[config.mk]
export PLATFORM = sky130hd
export DESIGN_NAME = hello_world_top
export DESIGN_NICKNAME = d
export VERILOG_FILES = /design/src/logic/ocl_bus_pkg.sv /design/src/logic/counter_pkg.sv /design/src/logic/ocl_slave.sv /design/src/logic/hello_world_regs.sv /design/src/logic/tick_counter.sv /design/src/logic/hello_world_top.sv
export SDC_FILE = /design/constraint.sdc
export NUM_CORES = 1
export LEC_CHECK = 0
export BUFFER_PORTS_ARGS = -buffer_cell sky130_fd_sc_hd__buf_2
export CAP_MARGIN = 30
export CORE_UTILIZATION = 30
export CTS_CLUSTER_DIAMETER = 40
export DETAILED_ROUTE_END_ITERATION = 16
export PLACE_DENSITY = 0.55
export SKIP_CTS_REPAIR_TIMING = 1
export SYNTH_ARGS = -nofsm -noshare
export SYNTH_HDL_FRONTEND = slang
export SYNTH_SLANG_ARGS = --single-unit
[constraint.sdc]
create_clock -name clk_main_a0 -period 7.8 [get_ports clk_main_a0]
set_input_delay 0.39 -clock clk_main_a0 [delete_from_list [all_inputs] [get_ports clk_main_a0]]
set_output_delay 0.39 -clock clk_main_a0 [all_outputs]
set_load 0.02 [all_outputs]
[src/logic/ocl_bus_pkg.sv]
package ocl_bus_pkg;

  // ----------------------------------------
  // Bus field widths
  // ----------------------------------------
  localparam int unsigned ADDR_WIDTH = 32;
  localparam int unsigned DATA_WIDTH = 32;
  localparam int unsigned STRB_WIDTH = DATA_WIDTH / 8;
  localparam int unsigned RESP_WIDTH = 2;
  localparam int unsigned LED_WIDTH  = 16;

  typedef logic [ADDR_WIDTH-1:0] addr_t;
  typedef logic [DATA_WIDTH-1:0] data_t;
  // One strobe per byte lane
  typedef logic [STRB_WIDTH-1:0] strb_t;
  typedef logic [RESP_WIDTH-1:0] resp_t;
  // Virtual LED and DIP switch vector
  typedef logic [LED_WIDTH-1:0]  led_t;

  // Only response ever returned
  localparam resp_t RESP_OKAY = 2'b00;

  // ----------------------------------------
  // Register map, byte addresses
  // ----------------------------------------
  // Hello-world block
  localparam addr_t HELLO_WORLD_REG_ADDR = 32'h0000_0500;
  localparam addr_t VLED_REG_ADDR        = 32'h0000_0504;

  // Counter block
  localparam addr_t CNT_CTRL_REG_ADDR    = 32'h0000_0510;
  localparam addr_t CNT_TICK_REG_ADDR    = 32'h0000_0514;
  localparam addr_t CNT_LOAD_REG_ADDR    = 32'h0000_0518;
  localparam addr_t CNT_WMARK_REG_ADDR   = 32'h0000_051C;
  localparam addr_t CNT_STATUS_REG_ADDR  = 32'h0000_0520;

  // Read value for any address outside the map
  localparam data_t UNIMPLEMENTED_REG_VALUE = 32'hDEAD_BEEF;

endpackage

[src/logic/counter_pkg.sv]
package counter_pkg;

  // ----------------------------------------
  // Counter widths
  // ----------------------------------------
  localparam int unsigned CNT_WIDTH  = 16;
  localparam int unsigned TICK_WIDTH = 8;
  localparam int unsigned CTRL_WIDTH = 4;

  // Main counter, load value, watermark
  typedef logic [CNT_WIDTH-1:0]  count_t;
  // Prescaler count and tick value
  typedef logic [TICK_WIDTH-1:0] tick_t;

  // Saturation point in one-shot mode
  localparam count_t COUNT_MAX = 16'hFFFF;

  // ----------------------------------------
  // Control register bits
  // ----------------------------------------
  localparam int unsigned CTRL_ENABLE_BIT  = 0;
  localparam int unsigned CTRL_LOAD_BIT    = 1;
  localparam int unsigned CTRL_CLEAR_BIT   = 2;
  localparam int unsigned CTRL_ONESHOT_BIT = 3;

  // Status register layout, unused bits read zero
  localparam int unsigned STATUS_CNT_LSB      = 0;
  localparam int unsigned STATUS_TICK_CNT_LSB = 16;
  localparam int unsigned STATUS_TICK_BIT     = 24;
  localparam int unsigned STATUS_WMARK_BIT    = 25;

endpackage

[src/logic/ocl_slave.sv]
`timescale 1ns/1ps

module ocl_slave (
  input  logic                  clk_main_a0,
  input  logic                  rst_main_n_sync,
  // Write address channel
  input  logic                  awvalid,
  input  ocl_bus_pkg::addr_t    awaddr,
  output logic                  awready,
  // Write data channel
  input  logic                  wvalid,
  input  ocl_bus_pkg::data_t    wdata,
  input  ocl_bus_pkg::strb_t    wstrb,
  output logic                  wready,
  // Write response channel
  output logic                  bvalid,
  output ocl_bus_pkg::resp_t    bresp,
  input  logic                  bready,
  // Read address channel
  input  logic                  arvalid,
  input  ocl_bus_pkg::addr_t    araddr,
  output logic                  arready,
  // Read data channel
  output logic                  rvalid,
  output ocl_bus_pkg::data_t    rdata,
  output ocl_bus_pkg::resp_t    rresp,
  input  logic                  rready,
  // Register side
  output logic                  wr_en,
  output ocl_bus_pkg::addr_t    wr_addr,
  output ocl_bus_pkg::data_t    wr_data,
  output ocl_bus_pkg::addr_t    rd_addr,
  input  ocl_bus_pkg::data_t    regs_rd_data,
  input  logic                  regs_rd_hit,
  input  ocl_bus_pkg::data_t    cnt_rd_data,
  input  logic                  cnt_rd_hit
);

  // Write side, address then data then response
  typedef enum logic [1:0] {
    WR_IDLE,
    WR_DATA,
    WR_RESP
  } wr_state_e;

  // Read side, one wait cycle before data
  typedef enum logic [1:0] {
    RD_IDLE,
    RD_PEND,
    RD_RESP
  } rd_state_e;

  wr_state_e          wr_state_q;
  wr_state_e          wr_state_next;
  rd_state_e          rd_state_q;
  rd_state_e          rd_state_next;
  ocl_bus_pkg::data_t rd_mux;

  // ----------------------------------------
  // Write handshake
  // ----------------------------------------
  always_comb begin
    wr_state_next = wr_state_q;
    case (wr_state_q)
      WR_IDLE: begin
        if (awvalid) begin
          wr_state_next = WR_DATA;
        end
      end
      // Data beat is the write edge
      WR_DATA: begin
        if (wvalid) begin
          wr_state_next = WR_RESP;
        end
      end
      // Held under response back-pressure
      WR_RESP: begin
        if (bready) begin
          wr_state_next = WR_IDLE;
        end
      end
      default: begin
        wr_state_next = WR_IDLE;
      end
    endcase
  end

  always_ff @(posedge clk_main_a0) begin
    if (!rst_main_n_sync) begin
      wr_state_q <= WR_IDLE;
    end else begin
      wr_state_q <= wr_state_next;
    end
  end

  // Address held for the whole write
  always_ff @(posedge clk_main_a0) begin
    if (awvalid && awready) begin
      wr_addr <= awaddr;
    end
  end

  assign awready = (wr_state_q == WR_IDLE);
  assign wready  = (wr_state_q == WR_DATA) && wvalid;
  assign bvalid  = (wr_state_q == WR_RESP);
  assign bresp   = ocl_bus_pkg::RESP_OKAY;

  // Register update strobe, data passed straight through
  // Byte strobes are not decoded, every write is a full word
  assign wr_en   = wready;
  assign wr_data = wdata;

  // ----------------------------------------
  // Read handshake
  // ----------------------------------------
  always_comb begin
    rd_state_next = rd_state_q;
    case (rd_state_q)
      RD_IDLE: begin
        if (arvalid) begin
          rd_state_next = RD_PEND;
        end
      end
      RD_PEND: begin
        rd_state_next = RD_RESP;
      end
      RD_RESP: begin
        if (rready) begin
          rd_state_next = RD_IDLE;
        end
      end
      default: begin
        rd_state_next = RD_IDLE;
      end
    endcase
  end

  always_ff @(posedge clk_main_a0) begin
    if (!rst_main_n_sync) begin
      rd_state_q <= RD_IDLE;
    end else begin
      rd_state_q <= rd_state_next;
    end
  end

  // Captured only on an accepted read
  always_ff @(posedge clk_main_a0) begin
    if (arvalid && arready) begin
      rd_addr <= araddr;
    end
  end

  // Hello-world block wins, then counter, then fallback
  always_comb begin
    if (regs_rd_hit) begin
      rd_mux = regs_rd_data;
    end else if (cnt_rd_hit) begin
      rd_mux = cnt_rd_data;
    end else begin
      rd_mux = ocl_bus_pkg::UNIMPLEMENTED_REG_VALUE;
    end
  end

  // Data stable while rvalid waits, zero when idle
  always_ff @(posedge clk_main_a0) begin
    if (!rst_main_n_sync) begin
      rdata <= '0;
    end else if (rd_state_q == RD_PEND) begin
      rdata <= rd_mux;
    end else if (rvalid && rready) begin
      rdata <= '0;
    end
  end

  assign arready = (rd_state_q == RD_IDLE);
  assign rvalid  = (rd_state_q == RD_RESP);
  assign rresp   = ocl_bus_pkg::RESP_OKAY;

endmodule

[src/logic/hello_world_regs.sv]
`timescale 1ns/1ps

module hello_world_regs #(
  parameter int unsigned SYNC_STAGES = 2
) (
  input  logic               clk_main_a0,
  input  logic               rst_main_n_sync,
  input  logic               wr_en,
  input  ocl_bus_pkg::addr_t wr_addr,
  input  ocl_bus_pkg::data_t wr_data,
  input  ocl_bus_pkg::addr_t rd_addr,
  output ocl_bus_pkg::data_t rd_data,
  output logic               rd_hit,
  input  ocl_bus_pkg::led_t  vdip,
  output ocl_bus_pkg::led_t  vled
);

  ocl_bus_pkg::data_t hello_world_q;
  ocl_bus_pkg::data_t hello_world_swapped;
  ocl_bus_pkg::led_t  vled_shadow_q;
  ocl_bus_pkg::led_t  vdip_sync_q [SYNC_STAGES];

  // ----------------------------------------
  // Hello-world register
  // ----------------------------------------
  always_ff @(posedge clk_main_a0) begin
    if (!rst_main_n_sync) begin
      hello_world_q <= '0;
    end else if (wr_en && (wr_addr == ocl_bus_pkg::HELLO_WORLD_REG_ADDR)) begin
      hello_world_q <= wr_data;
    end
  end

  // Reads back with byte order reversed
  assign hello_world_swapped = {
    hello_world_q[7:0],
    hello_world_q[15:8],
    hello_world_q[23:16],
    hello_world_q[31:24]
  };

  // ----------------------------------------
  // Virtual LED path
  // ----------------------------------------
  // Low half of the hello-world register, one cycle late
  always_ff @(posedge clk_main_a0) begin
    if (!rst_main_n_sync) begin
      vled_shadow_q <= '0;
    end else begin
      vled_shadow_q <= hello_world_q[15:0];
    end
  end

  // DIP switches arrive from another domain
  // First stage samples the raw input
  always_ff @(posedge clk_main_a0) begin
    if (!rst_main_n_sync) begin
      for (int i = 0; i < SYNC_STAGES; i++) begin
        vdip_sync_q[i] <= '0;
      end
    end else begin
      vdip_sync_q[0] <= vdip;
      for (int i = 1; i < SYNC_STAGES; i++) begin
        vdip_sync_q[i] <= vdip_sync_q[i-1];
      end
    end
  end

  // Switch off clears its LED
  always_ff @(posedge clk_main_a0) begin
    if (!rst_main_n_sync) begin
      vled <= '0;
    end else begin
      vled <= vled_shadow_q & vdip_sync_q[SYNC_STAGES-1];
    end
  end

  // ----------------------------------------
  // Readback
  // ----------------------------------------
  always_comb begin
    rd_data = '0;
    rd_hit  = 1'b1;
    if (rd_addr == ocl_bus_pkg::HELLO_WORLD_REG_ADDR) begin
      rd_data = hello_world_swapped;
    end else if (rd_addr == ocl_bus_pkg::VLED_REG_ADDR) begin
      // Shadow value, zero-extended
      rd_data = ocl_bus_pkg::data_t'(vled_shadow_q);
    end else begin
      rd_hit = 1'b0;
    end
  end

endmodule

[src/logic/tick_counter.sv]
`timescale 1ns/1ps

module tick_counter (
  input  logic               clk_main_a0,
  input  logic               rst_main_n_sync,
  input  logic               wr_en,
  input  ocl_bus_pkg::addr_t wr_addr,
  input  ocl_bus_pkg::data_t wr_data,
  input  ocl_bus_pkg::addr_t rd_addr,
  output ocl_bus_pkg::data_t rd_data,
  output logic               rd_hit
);

  logic [counter_pkg::CTRL_WIDTH-1:0] ctrl_q;
  counter_pkg::tick_t                 tick_value_q;
  counter_pkg::count_t                load_value_q;
  counter_pkg::count_t                wmark_q;

  counter_pkg::tick_t                 tick_cnt_q;
  counter_pkg::tick_t                 tick_cnt_next;
  counter_pkg::count_t                cnt_q;
  counter_pkg::count_t                cnt_next;
  ocl_bus_pkg::data_t                 status_q;
  ocl_bus_pkg::data_t                 status_next;

  logic cnt_enable;
  logic cnt_load;
  logic cnt_clear;
  logic cnt_oneshot;
  logic tick;

  // ----------------------------------------
  // Configuration registers
  // ----------------------------------------
  always_ff @(posedge clk_main_a0) begin
    if (!rst_main_n_sync) begin
      ctrl_q       <= '0;
      tick_value_q <= '0;
      load_value_q <= '0;
      wmark_q      <= '0;
    end else if (wr_en) begin
      case (wr_addr)
        ocl_bus_pkg::CNT_CTRL_REG_ADDR:  ctrl_q       <= wr_data[counter_pkg::CTRL_WIDTH-1:0];
        ocl_bus_pkg::CNT_TICK_REG_ADDR:  tick_value_q <= wr_data[counter_pkg::TICK_WIDTH-1:0];
        ocl_bus_pkg::CNT_LOAD_REG_ADDR:  load_value_q <= wr_data[counter_pkg::CNT_WIDTH-1:0];
        ocl_bus_pkg::CNT_WMARK_REG_ADDR: wmark_q      <= wr_data[counter_pkg::CNT_WIDTH-1:0];
        default: begin
        end
      endcase
    end
  end

  assign cnt_enable  = ctrl_q[counter_pkg::CTRL_ENABLE_BIT];
  assign cnt_load    = ctrl_q[counter_pkg::CTRL_LOAD_BIT];
  assign cnt_clear   = ctrl_q[counter_pkg::CTRL_CLEAR_BIT];
  assign cnt_oneshot = ctrl_q[counter_pkg::CTRL_ONESHOT_BIT];

  // ----------------------------------------
  // Prescaler and main counter
  // ----------------------------------------
  // Tick decided on the count before this cycle's update
  assign tick = (tick_cnt_q >= tick_value_q);

  always_comb begin
    if (cnt_clear) begin
      tick_cnt_next = '0;
    end else if (!cnt_enable) begin
      tick_cnt_next = tick_cnt_q;
    end else if (tick) begin
      tick_cnt_next = '0;
    end else begin
      tick_cnt_next = tick_cnt_q + 1'b1;
    end
  end

  // Clear beats load, load beats enable
  always_comb begin
    cnt_next = cnt_q;
    if (cnt_clear) begin
      cnt_next = '0;
    end else if (cnt_load) begin
      cnt_next = load_value_q;
    end else if (cnt_enable && tick) begin
      // One-shot saturates at the top
      if (!(cnt_oneshot && (cnt_q == counter_pkg::COUNT_MAX))) begin
        cnt_next = cnt_q + 1'b1;
      end
    end
  end

  // Status built from the freshly updated values
  always_comb begin
    status_next = '0;
    status_next[counter_pkg::STATUS_CNT_LSB +: counter_pkg::CNT_WIDTH] = cnt_next;
    status_next[counter_pkg::STATUS_TICK_CNT_LSB +: counter_pkg::TICK_WIDTH] = tick_cnt_next;
    status_next[counter_pkg::STATUS_TICK_BIT] = (tick_cnt_next >= tick_value_q);
    status_next[counter_pkg::STATUS_WMARK_BIT] = (cnt_next >= wmark_q);
  end

  always_ff @(posedge clk_main_a0) begin
    if (!rst_main_n_sync) begin
      tick_cnt_q <= '0;
      cnt_q      <= '0;
      status_q   <= '0;
    end else begin
      tick_cnt_q <= tick_cnt_next;
      cnt_q      <= cnt_next;
      status_q   <= status_next;
    end
  end

  // ----------------------------------------
  // Readback, zero-extended
  // ----------------------------------------
  always_comb begin
    rd_hit = 1'b1;
    case (rd_addr)
      ocl_bus_pkg::CNT_CTRL_REG_ADDR:   rd_data = ocl_bus_pkg::data_t'(ctrl_q);
      ocl_bus_pkg::CNT_TICK_REG_ADDR:   rd_data = ocl_bus_pkg::data_t'(tick_value_q);
      ocl_bus_pkg::CNT_LOAD_REG_ADDR:   rd_data = ocl_bus_pkg::data_t'(load_value_q);
      ocl_bus_pkg::CNT_WMARK_REG_ADDR:  rd_data = ocl_bus_pkg::data_t'(wmark_q);
      ocl_bus_pkg::CNT_STATUS_REG_ADDR: rd_data = status_q;
      default: begin
        rd_data = '0;
        rd_hit  = 1'b0;
      end
    endcase
  end

endmodule

[src/logic/hello_world_top.sv]
`timescale 1ns/1ps

module hello_world_top #(
  parameter int unsigned SYNC_STAGES = 2
) (
  input  logic               clk_main_a0,
  input  logic               rst_main_n_sync,
  // OCL write address
  input  logic               ocl_awvalid,
  input  ocl_bus_pkg::addr_t ocl_awaddr,
  output logic               ocl_awready,
  // OCL write data
  input  logic               ocl_wvalid,
  input  ocl_bus_pkg::data_t ocl_wdata,
  input  ocl_bus_pkg::strb_t ocl_wstrb,
  output logic               ocl_wready,
  // OCL write response
  output logic               ocl_bvalid,
  output ocl_bus_pkg::resp_t ocl_bresp,
  input  logic               ocl_bready,
  // OCL read address
  input  logic               ocl_arvalid,
  input  ocl_bus_pkg::addr_t ocl_araddr,
  output logic               ocl_arready,
  // OCL read data
  output logic               ocl_rvalid,
  output ocl_bus_pkg::data_t ocl_rdata,
  output ocl_bus_pkg::resp_t ocl_rresp,
  input  logic               ocl_rready,
  // Virtual switches and LEDs
  input  ocl_bus_pkg::led_t  vdip,
  output ocl_bus_pkg::led_t  vled
);

  // Register-side strobes from the slave
  logic               wr_en;
  ocl_bus_pkg::addr_t wr_addr;
  ocl_bus_pkg::data_t wr_data;
  ocl_bus_pkg::addr_t rd_addr;

  // Read results per block
  ocl_bus_pkg::data_t regs_rd_data;
  logic               regs_rd_hit;
  ocl_bus_pkg::data_t cnt_rd_data;
  logic               cnt_rd_hit;

  // ----------------------------------------
  // Bus slave
  // ----------------------------------------
  ocl_slave u_ocl_slave (
    .clk_main_a0     (clk_main_a0),
    .rst_main_n_sync (rst_main_n_sync),
    .awvalid         (ocl_awvalid),
    .awaddr          (ocl_awaddr),
    .awready         (ocl_awready),
    .wvalid          (ocl_wvalid),
    .wdata           (ocl_wdata),
    .wstrb           (ocl_wstrb),
    .wready          (ocl_wready),
    .bvalid          (ocl_bvalid),
    .bresp           (ocl_bresp),
    .bready          (ocl_bready),
    .arvalid         (ocl_arvalid),
    .araddr          (ocl_araddr),
    .arready         (ocl_arready),
    .rvalid          (ocl_rvalid),
    .rdata           (ocl_rdata),
    .rresp           (ocl_rresp),
    .rready          (ocl_rready),
    .wr_en           (wr_en),
    .wr_addr         (wr_addr),
    .wr_data         (wr_data),
    .rd_addr         (rd_addr),
    .regs_rd_data    (regs_rd_data),
    .regs_rd_hit     (regs_rd_hit),
    .cnt_rd_data     (cnt_rd_data),
    .cnt_rd_hit      (cnt_rd_hit)
  );

  // ----------------------------------------
  // Register blocks
  // ----------------------------------------
  hello_world_regs #(
    .SYNC_STAGES (SYNC_STAGES)
  ) u_hello_world_regs (
    .clk_main_a0     (clk_main_a0),
    .rst_main_n_sync (rst_main_n_sync),
    .wr_en           (wr_en),
    .wr_addr         (wr_addr),
    .wr_data         (wr_data),
    .rd_addr         (rd_addr),
    .rd_data         (regs_rd_data),
    .rd_hit          (regs_rd_hit),
    .vdip            (vdip),
    .vled            (vled)
  );

  // Software-driven counter
  tick_counter u_tick_counter (
    .clk_main_a0     (clk_main_a0),
    .rst_main_n_sync (rst_main_n_sync),
    .wr_en           (wr_en),
    .wr_addr         (wr_addr),
    .wr_data         (wr_data),
    .rd_addr         (rd_addr),
    .rd_data         (cnt_rd_data),
    .rd_hit          (cnt_rd_hit)
  );

endmodule

==> metrics.txt, run 1 <==
area leader, netlist dfxtp_1; max incr delay on CP 0.66 ns; CTS tree built; critical path peak fanout 23; NetSw 815 uW; Crit Reg-Reg Endpoint u_tick_counter.status_q[25]$_SDFF_PN0_; startpoint types flop; ANT nets after route 0; largest net degree at the start of global routing 80; DP HPWL 23.7 mm; Overflow after GRT 0; combinational share of power 0.043; RSZ-0062 raised after global routing no; maximum vdd drop 0.000182 V; routability cong. 0.904; register area share after synthesis 0.533; std cell rows 70; H-tree levels 2; WL final 32.2 mm; Die H 195 um; Worst-Margin Slew 0.905 ns; CTS Sinks 266; fraction of layout cells with a size suffix above 1 0.222; first-pass GRT wire length 49.7 mm; min-delay src ocl_awaddr[15]; vias per inst 4.93; clock skew 0.0166 ns; worst path required time 8.21 ns; critical path arrival 4.87 ns; top-count cell post-synth dfxtp_1; Hold Vio Cnt, Final 0; reg2reg start u_tick_counter.status_q[16]$_SDFF_PN0_; Max Transition Viols Final 0; Min-Delay Endpoint u_ocl_slave.wr_addr[15]$_DFFE_PP_; crit path max-delay cell type a31oi_4; clock transition at the registers of the reported paths 0.06 ns; cell class contributing the biggest share of worst-path delay compound AO/OA/AOI/OAI gates; slack of the worst reg-to-reg path 3.33 ns; vias in the first global route 8541; sum of negative setup slack 0 ns; Post-Syn Instances 1128; Die X-Extent 195 um; Mapped Area 11200 um2; CP endpoint kind flop; Bufs on Longest Clock Path 3; Starting Density 0.305; outcome complete, no violations; Synth Warn # 0; Tcrit/Tclk final 0.573; CP cell instances inv_1 > ha_1 > nand2b_1 > a2111oi_2 > a21oi_1 > a31oi_4 > nor3_2 > xnor2_1 > a211oi_1 > ha_1 > a21o_1 > a2111oi_0 > o21ai_0 > a31oi_1 > o21ai_0 > nand4_1 > nand3_1; Inst Count DP 1718; CP bufs+invs 1; kind of critical path reg2reg; ys async rst share 0; Hold Path Class in2reg; Hold Crit Depth 1; die area 38100 um2; fmax 224 MHz; fill count 3618; Most used DFF post-synth dfxtp_1; relative slew slack 0.397; Inserted Clock Buffers 41; Seq pwr share 0.417; via count 8854; clk_lat worst skew 0.54 ns; area of the core 36700 um2; IO Count 180; reg2reg path depth 17; P per Cell Area 254 nW/um2; WL/cell 17.9 um; fin cells 1796; root buf cell clkbuf_16; final net count 1451; initial antenna violation count 3; most frequent cells after synthesis 202 x dfxtp_1, 184 x nand2_1, 64 x edfxtp_1; min cycle time layout 4.47 ns; syn avg cell area 9.92 um2; max cap viols 0; top cell type's share of synthesized area 0.361; # setup viols final 0; Switching Share 0.230; count of cell types in the netlist 69; Internal 2730 uW; FF+latch count, synth 266; number of DRC markers in iteration 0 614; Global Route Usage Sum 0.169; drt pass-1 iters 5; Leak 0.00539 uW; Levels on crit path 17; top cells by area, synth dfxtp_1 36%, edfxtp_1 17%, nand2_1 6.2%; Layout area overhead 24.5%; PortBufs 171; DRC 0; Clk pwr share 0.540; Post-synth EDFFs 64
[routing by layer]
layer	vias to the layer above	part of all wire	GRT usage	wire (um)
met5	-	0.00040	0	13
met4	2	0.030	0.0607	972
met3	59	0.069	0.0432	2230
met2	271	0.45	0.270	14500
met1	4217	0.45	0.220	14500
li1	4305	-	-	-
[how the worst max path moves through the flow]
stage                                        endpoint                              startpoint
2_1_floorplan  u_tick_counter.status_q[25]$_SDFF_PN0_  u_tick_counter.status_q[16]$_SDFF_PN0_
3_3_place_gp   u_tick_counter.status_q[25]$_SDFF_PN0_  u_tick_counter.status_q[16]$_SDFF_PN0_
3_5_place_dp   u_tick_counter.status_q[25]$_SDFF_PN0_  u_tick_counter.status_q[16]$_SDFF_PN0_
4_1_cts        u_tick_counter.status_q[25]$_SDFF_PN0_  u_tick_counter.status_q[16]$_SDFF_PN0_
5_1_grt        u_tick_counter.status_q[25]$_SDFF_PN0_  u_tick_counter.status_q[16]$_SDFF_PN0_
6_report       u_tick_counter.status_q[25]$_SDFF_PN0_  u_tick_counter.status_q[16]$_SDFF_PN0_
[cell usage in the layout (no fill, tap or decap), drive strengths merged, types with 38 or more instances in the layout]
cell type  netlist  routed
and2            55      55
dfxtp          202     202
edfxtp          64      64
nor2            54      54
nand3           45      45
nor3            38      38
buf             24     188
nand2          184     184
inv             34      43
clkbuf          44      49
o21ai           41      41
a21boi          51      51
[flip-flops by register name, indices dropped and copies added (netlist names)]
signal	cells
u_tick_counter.wmark_q	16
u_tick_counter.tick_value_q	8
u_hello_world_regs.vled	16
u_ocl_slave.rdata	32
u_tick_counter.load_value_q	16
u_ocl_slave.wr_addr	32
u_hello_world_regs.vled_shadow_q	16
u_hello_world_regs.vdip_sync_q	32
u_ocl_slave.rd_addr	32
u_hello_world_regs.hello_world_q	32
u_tick_counter.status_q	26
u_ocl_slave.rd_state_q	2
u_tick_counter.ctrl_q	4
u_ocl_slave.wr_state_q	2
[per-stage QoR]
stage | hold WS (ns) | setup WS [ns] | utilization | power, uW | instance area, um2
after floorplan | 0.412 | 4.32 | - | 1580 | 11200
after global placement | 0.417 | 3.42 | 0.339 | 1660 | 12400
after detailed placement | 0.420 | 3.40 | 0.339 | 1660 | 12500
after CTS | 0.00260 | 3.33 | 0.379 | 3580 | 13900
after global routing | 0.00877 | 3.02 | 0.380 | 3660 | 13900
final | 0.0282 | 3.33 | 0.380 | 3550 | 13900
[power by group through the flow]
stage / sequential, uW / combinational, uW / clock [uW]
2_1_floorplan: 1510 / 70.3 / 0
3_3_place_gp: 1510 / 150 / 0
3_5_place_dp: 1510 / 151 / 0
4_1_cts: 1480 / 151 / 1950
5_1_grt: 1480 / 166 / 2010
6_report: 1480 / 151 / 1910
[cell families (layout without fill, tap and decap cells)]
family	Yosys count	after routing	synth area share
adder cells (fa/ha/maj)	34	34	0.0380
buffers and inverters	102	298	0.0399
AO/OA/AOI/OAI	211	211	0.133
XOR/XNOR	13	13	0.0102
other	1	5	0.000335
flip-flops	266	266	0.533
multiplexers	24	24	0.0263
AND/OR/NAND/NOR	477	477	0.219
[layout make-up]
type                            instances  area [um2]  area share
Sequential cell                       266        5970       0.428
Antenna cell                            1        2.50    0.000180
Clock inverter                         27         339      0.0243
Clock buffer                           49        1120      0.0802
Tap cell                              468         586      0.0420
Inverter                               34         128     0.00915
Timing Repair Buffer                  188        1010      0.0724
Multi-Input combinational cell        763        4790       0.344
No activity file was read; power rests on OpenSTA's default activity.
==> run 2: changes to the inputs <==
- ABC_AREA: unset -> 1
- PLACE_DENSITY: 0.55 -> 0.56
- clock period: 7.8 -> 3.6 ns (I/O delays scaled with it)
==> metrics.txt, run 2 <==
outcome finished with violations; violated checks negative hold slack; std cell rows 73; Hold Crit Depth 3; area of the core 39800 um2; fraction of layout cells with a size suffix above 1 0.189; critical path peak fanout 12; fin cells 2397; Starting Density 0.305; Final Cell Area 16400 um2; Die X-Extent 203 um; Hold Path Class in2reg; WL final 37.9 mm; # setup viols final 0; CP bufs+invs 6; routability cong. 0.920; CP endpoint kind flop; final net count 1988; commonest cells after routing, fill and taps aside 334 x nand2_1, 202 x dfxtp_1, 194 x inv_1; DP Area 13500 um2; startpoint types flop; kind of critical path reg2reg; CP dominant cell by count nand2_1; initial antenna violation count 2; fmax 320 MHz; via count 11200; register area share after synthesis 0.491; top-count cell post-synth nand2_1; first-pass GRT wire length 55.3 mm; max cap viols 0; Tcrit/Tclk final 0.869; Die H 203 um; commonest non-fill, non-tap cell in the layout nand2_1; Leak 0.00735 uW; Worst-Margin Slew 1.01 ns; WL/cell 15.8 um; P per Cell Area 515 nW/um2; area leader, netlist dfxtp_1; FF+latch count, synth 266; min cycle time layout 3.13 ns; Mapped Area 12200 um2; CTS tree built; Levels on crit path 23; count of cell types in the netlist 46; Global Route Usage Sum 0.175; root buf cell clkbuf_16; Overflow after GRT 0; ANT nets after route 0; largest net degree at the start of global routing 79; Hold Vio Cnt, Final 2; DP HPWL 26.8 mm; syn avg cell area 7.90 um2; Inst Count DP 2190; most frequent cells after synthesis 334 x nand2_1, 202 x dfxtp_1, 194 x inv_1; cell class contributing the biggest share of worst-path delay simple AND/OR/NAND/NOR gates; drt pass-1 iters 5; top cells by area, synth dfxtp_1 33%, edfxtp_1 16%, nand2_1 10%; Post-Syn Instances 1540; vias in the first global route 10000; reg2reg path depth 23; maximum vdd drop 0.000353 V; ys async rst share 0; CTS Sinks 266; vias per inst 4.65; Bufs on Longest Clock Path 3; clock skew 0.0322 ns; max incr delay on CP 0.33 ns; clock transition at the registers of the reported paths 0.05 ns; RSZ-0062 raised after global routing no; Most used DFF post-synth dfxtp_1; WHS -0.00506 ns; relative slew slack 0.326; H-tree levels 2; Layout area overhead 34.9%; DRC 0; sum of negative setup slack 0 ns; Synth Warn # 0; Inserted Clock Buffers 48; PortBufs 171; die area 41300 um2; number of DRC markers in iteration 0 779; IO Count 180; clk_lat worst skew 0.58 ns; worst path required time 4.11 ns; Post-synth EDFFs 64; CP cell instances inv_1 > ha_1 > inv_1 > o21bai_1 > o21bai_1 > nand2_1 > nand2_1 > nand2_1 > nand2_1 > buf_4 > o21ai_0 > nand2_1 > nand2_1 > inv_1 > ha_1 > nand2_1 > inv_1 > nand3_1 > nor3_1 > nand3_1 > nand3_1 > nand2_1 > inv_1; top cell type's share of synthesized area 0.333; critical path arrival 3.64 ns; Max Transition Viols Final 0; crit path max-delay cell type dfxtp_1
## run 2: cell types whose count changed after synthesis, sizes merged, moves of 51 or more
cell,previous run,this run
o21ai,41,112
a21oi,25,129
nor2,54,198
inv,34,205
a21boi,51,0
and2,55,0
nand2,184,343
## run 2: layout make-up
class	instances	area (um2)
repair buffers	304	2210
multi-input cells	1004	5080
fillers	3982	23400
flip-flops and latches	266	5970
clock inverters	37	433
clock buffers	53	1280
inverters	207	779
diodes	1	2.50
well taps	525	657
## run 2: worst paths after layout
kind | startpoint | end | slack [ns]
min | ocl_wdata[6] | u_tick_counter.tick_value_q[6]$_SDFFE_PN0P_ | -0.005
max | u_tick_counter.tick_value_q[1]$_SDFFE_PN0P_ | u_tick_counter.status_q[25]$_SDFF_PN0_ | 0.47
max reg2reg | u_tick_counter.tick_value_q[1]$_SDFFE_PN0P_ | u_tick_counter.status_q[25]$_SDFF_PN0_ | 0.47
min reg2reg | u_hello_world_regs.vdip_sync_q[0][16]$_SDFF_PN0_ | u_hello_world_regs.vled[0]$_SDFF_PN0_ | 0.41
## run 2: cells by family (layout without fill, tap and decap cells)
family                     count (synthesis)  in the layout  synth area share
adders and majority gates                 34             34            0.0350
AOI/OAI and AO/OA                        265            265             0.118
buffers and inverters                    273            601            0.0933
other                                      1              5          0.000308
DFF                                      266            266             0.491
and+or+nand+nor                          685            685             0.252
xor gates and xnor gates                  16             16            0.0115
## run 2: layer usage
| layer | global-route usage | vias to the layer above | wire length (um) |
|---|---|---|---|
| met5 | 0 | - | 13 |
| met4 | 0.0690 | 2 | 1090 |
| met3 | 0.0507 | 69 | 2910 |
| met2 | 0.274 | 397 | 17300 |
| met1 | 0.226 | 5120 | 16600 |
| li1 | - | 5566 | - |
## run 2: worst register-to-register path, stage by stage, from the launching register on
cell and delay (ns):
dfxtp_1 0.33, inv_1 0.08, ha_1 0.30, inv_1 0.04
o21bai_1 0.11, o21bai_1 0.07, nand2_1 0.05, nand2_1 0.08
nand2_1 0.21, nand2_1 0.11, buf_4 0.18, o21ai_0 0.15
nand2_1 0.07, nand2_1 0.09, inv_1 0.04, ha_1 0.28
nand2_1 0.07, inv_1 0.06, nand3_1 0.09, nor3_1 0.33
nand3_1 0.11, nand3_1 0.10, nand2_1 0.05, inv_1 0.07
## run 2: where the power goes
part	internal (uW)	leakage (uW)	total [uW]	switching [uW]
combinational	208	0.00426	475	267
sequential	3160	0.00225	3200	41.3
clock	3070	0.000841	4780	1710
total	6440	0.00735	8460	2020
## run 2: metrics by stage
stage | setup WS, ns | hold WS (ns) | total power (uW) | utilization
3_5_place_dp | 0.490 | 0.358 | 3630 | 0.339
5_1_grt | 0.0740 | 0.00371 | 8750 | 0.412
3_3_place_gp | 0.502 | 0.357 | 3620 | 0.338
4_1_cts | 0.445 | -0.247 | 8430 | 0.382
6_report | 0.473 | -0.00506 | 8460 | 0.412
2_1_floorplan | 0.322 | 0.278 | 3460 | -
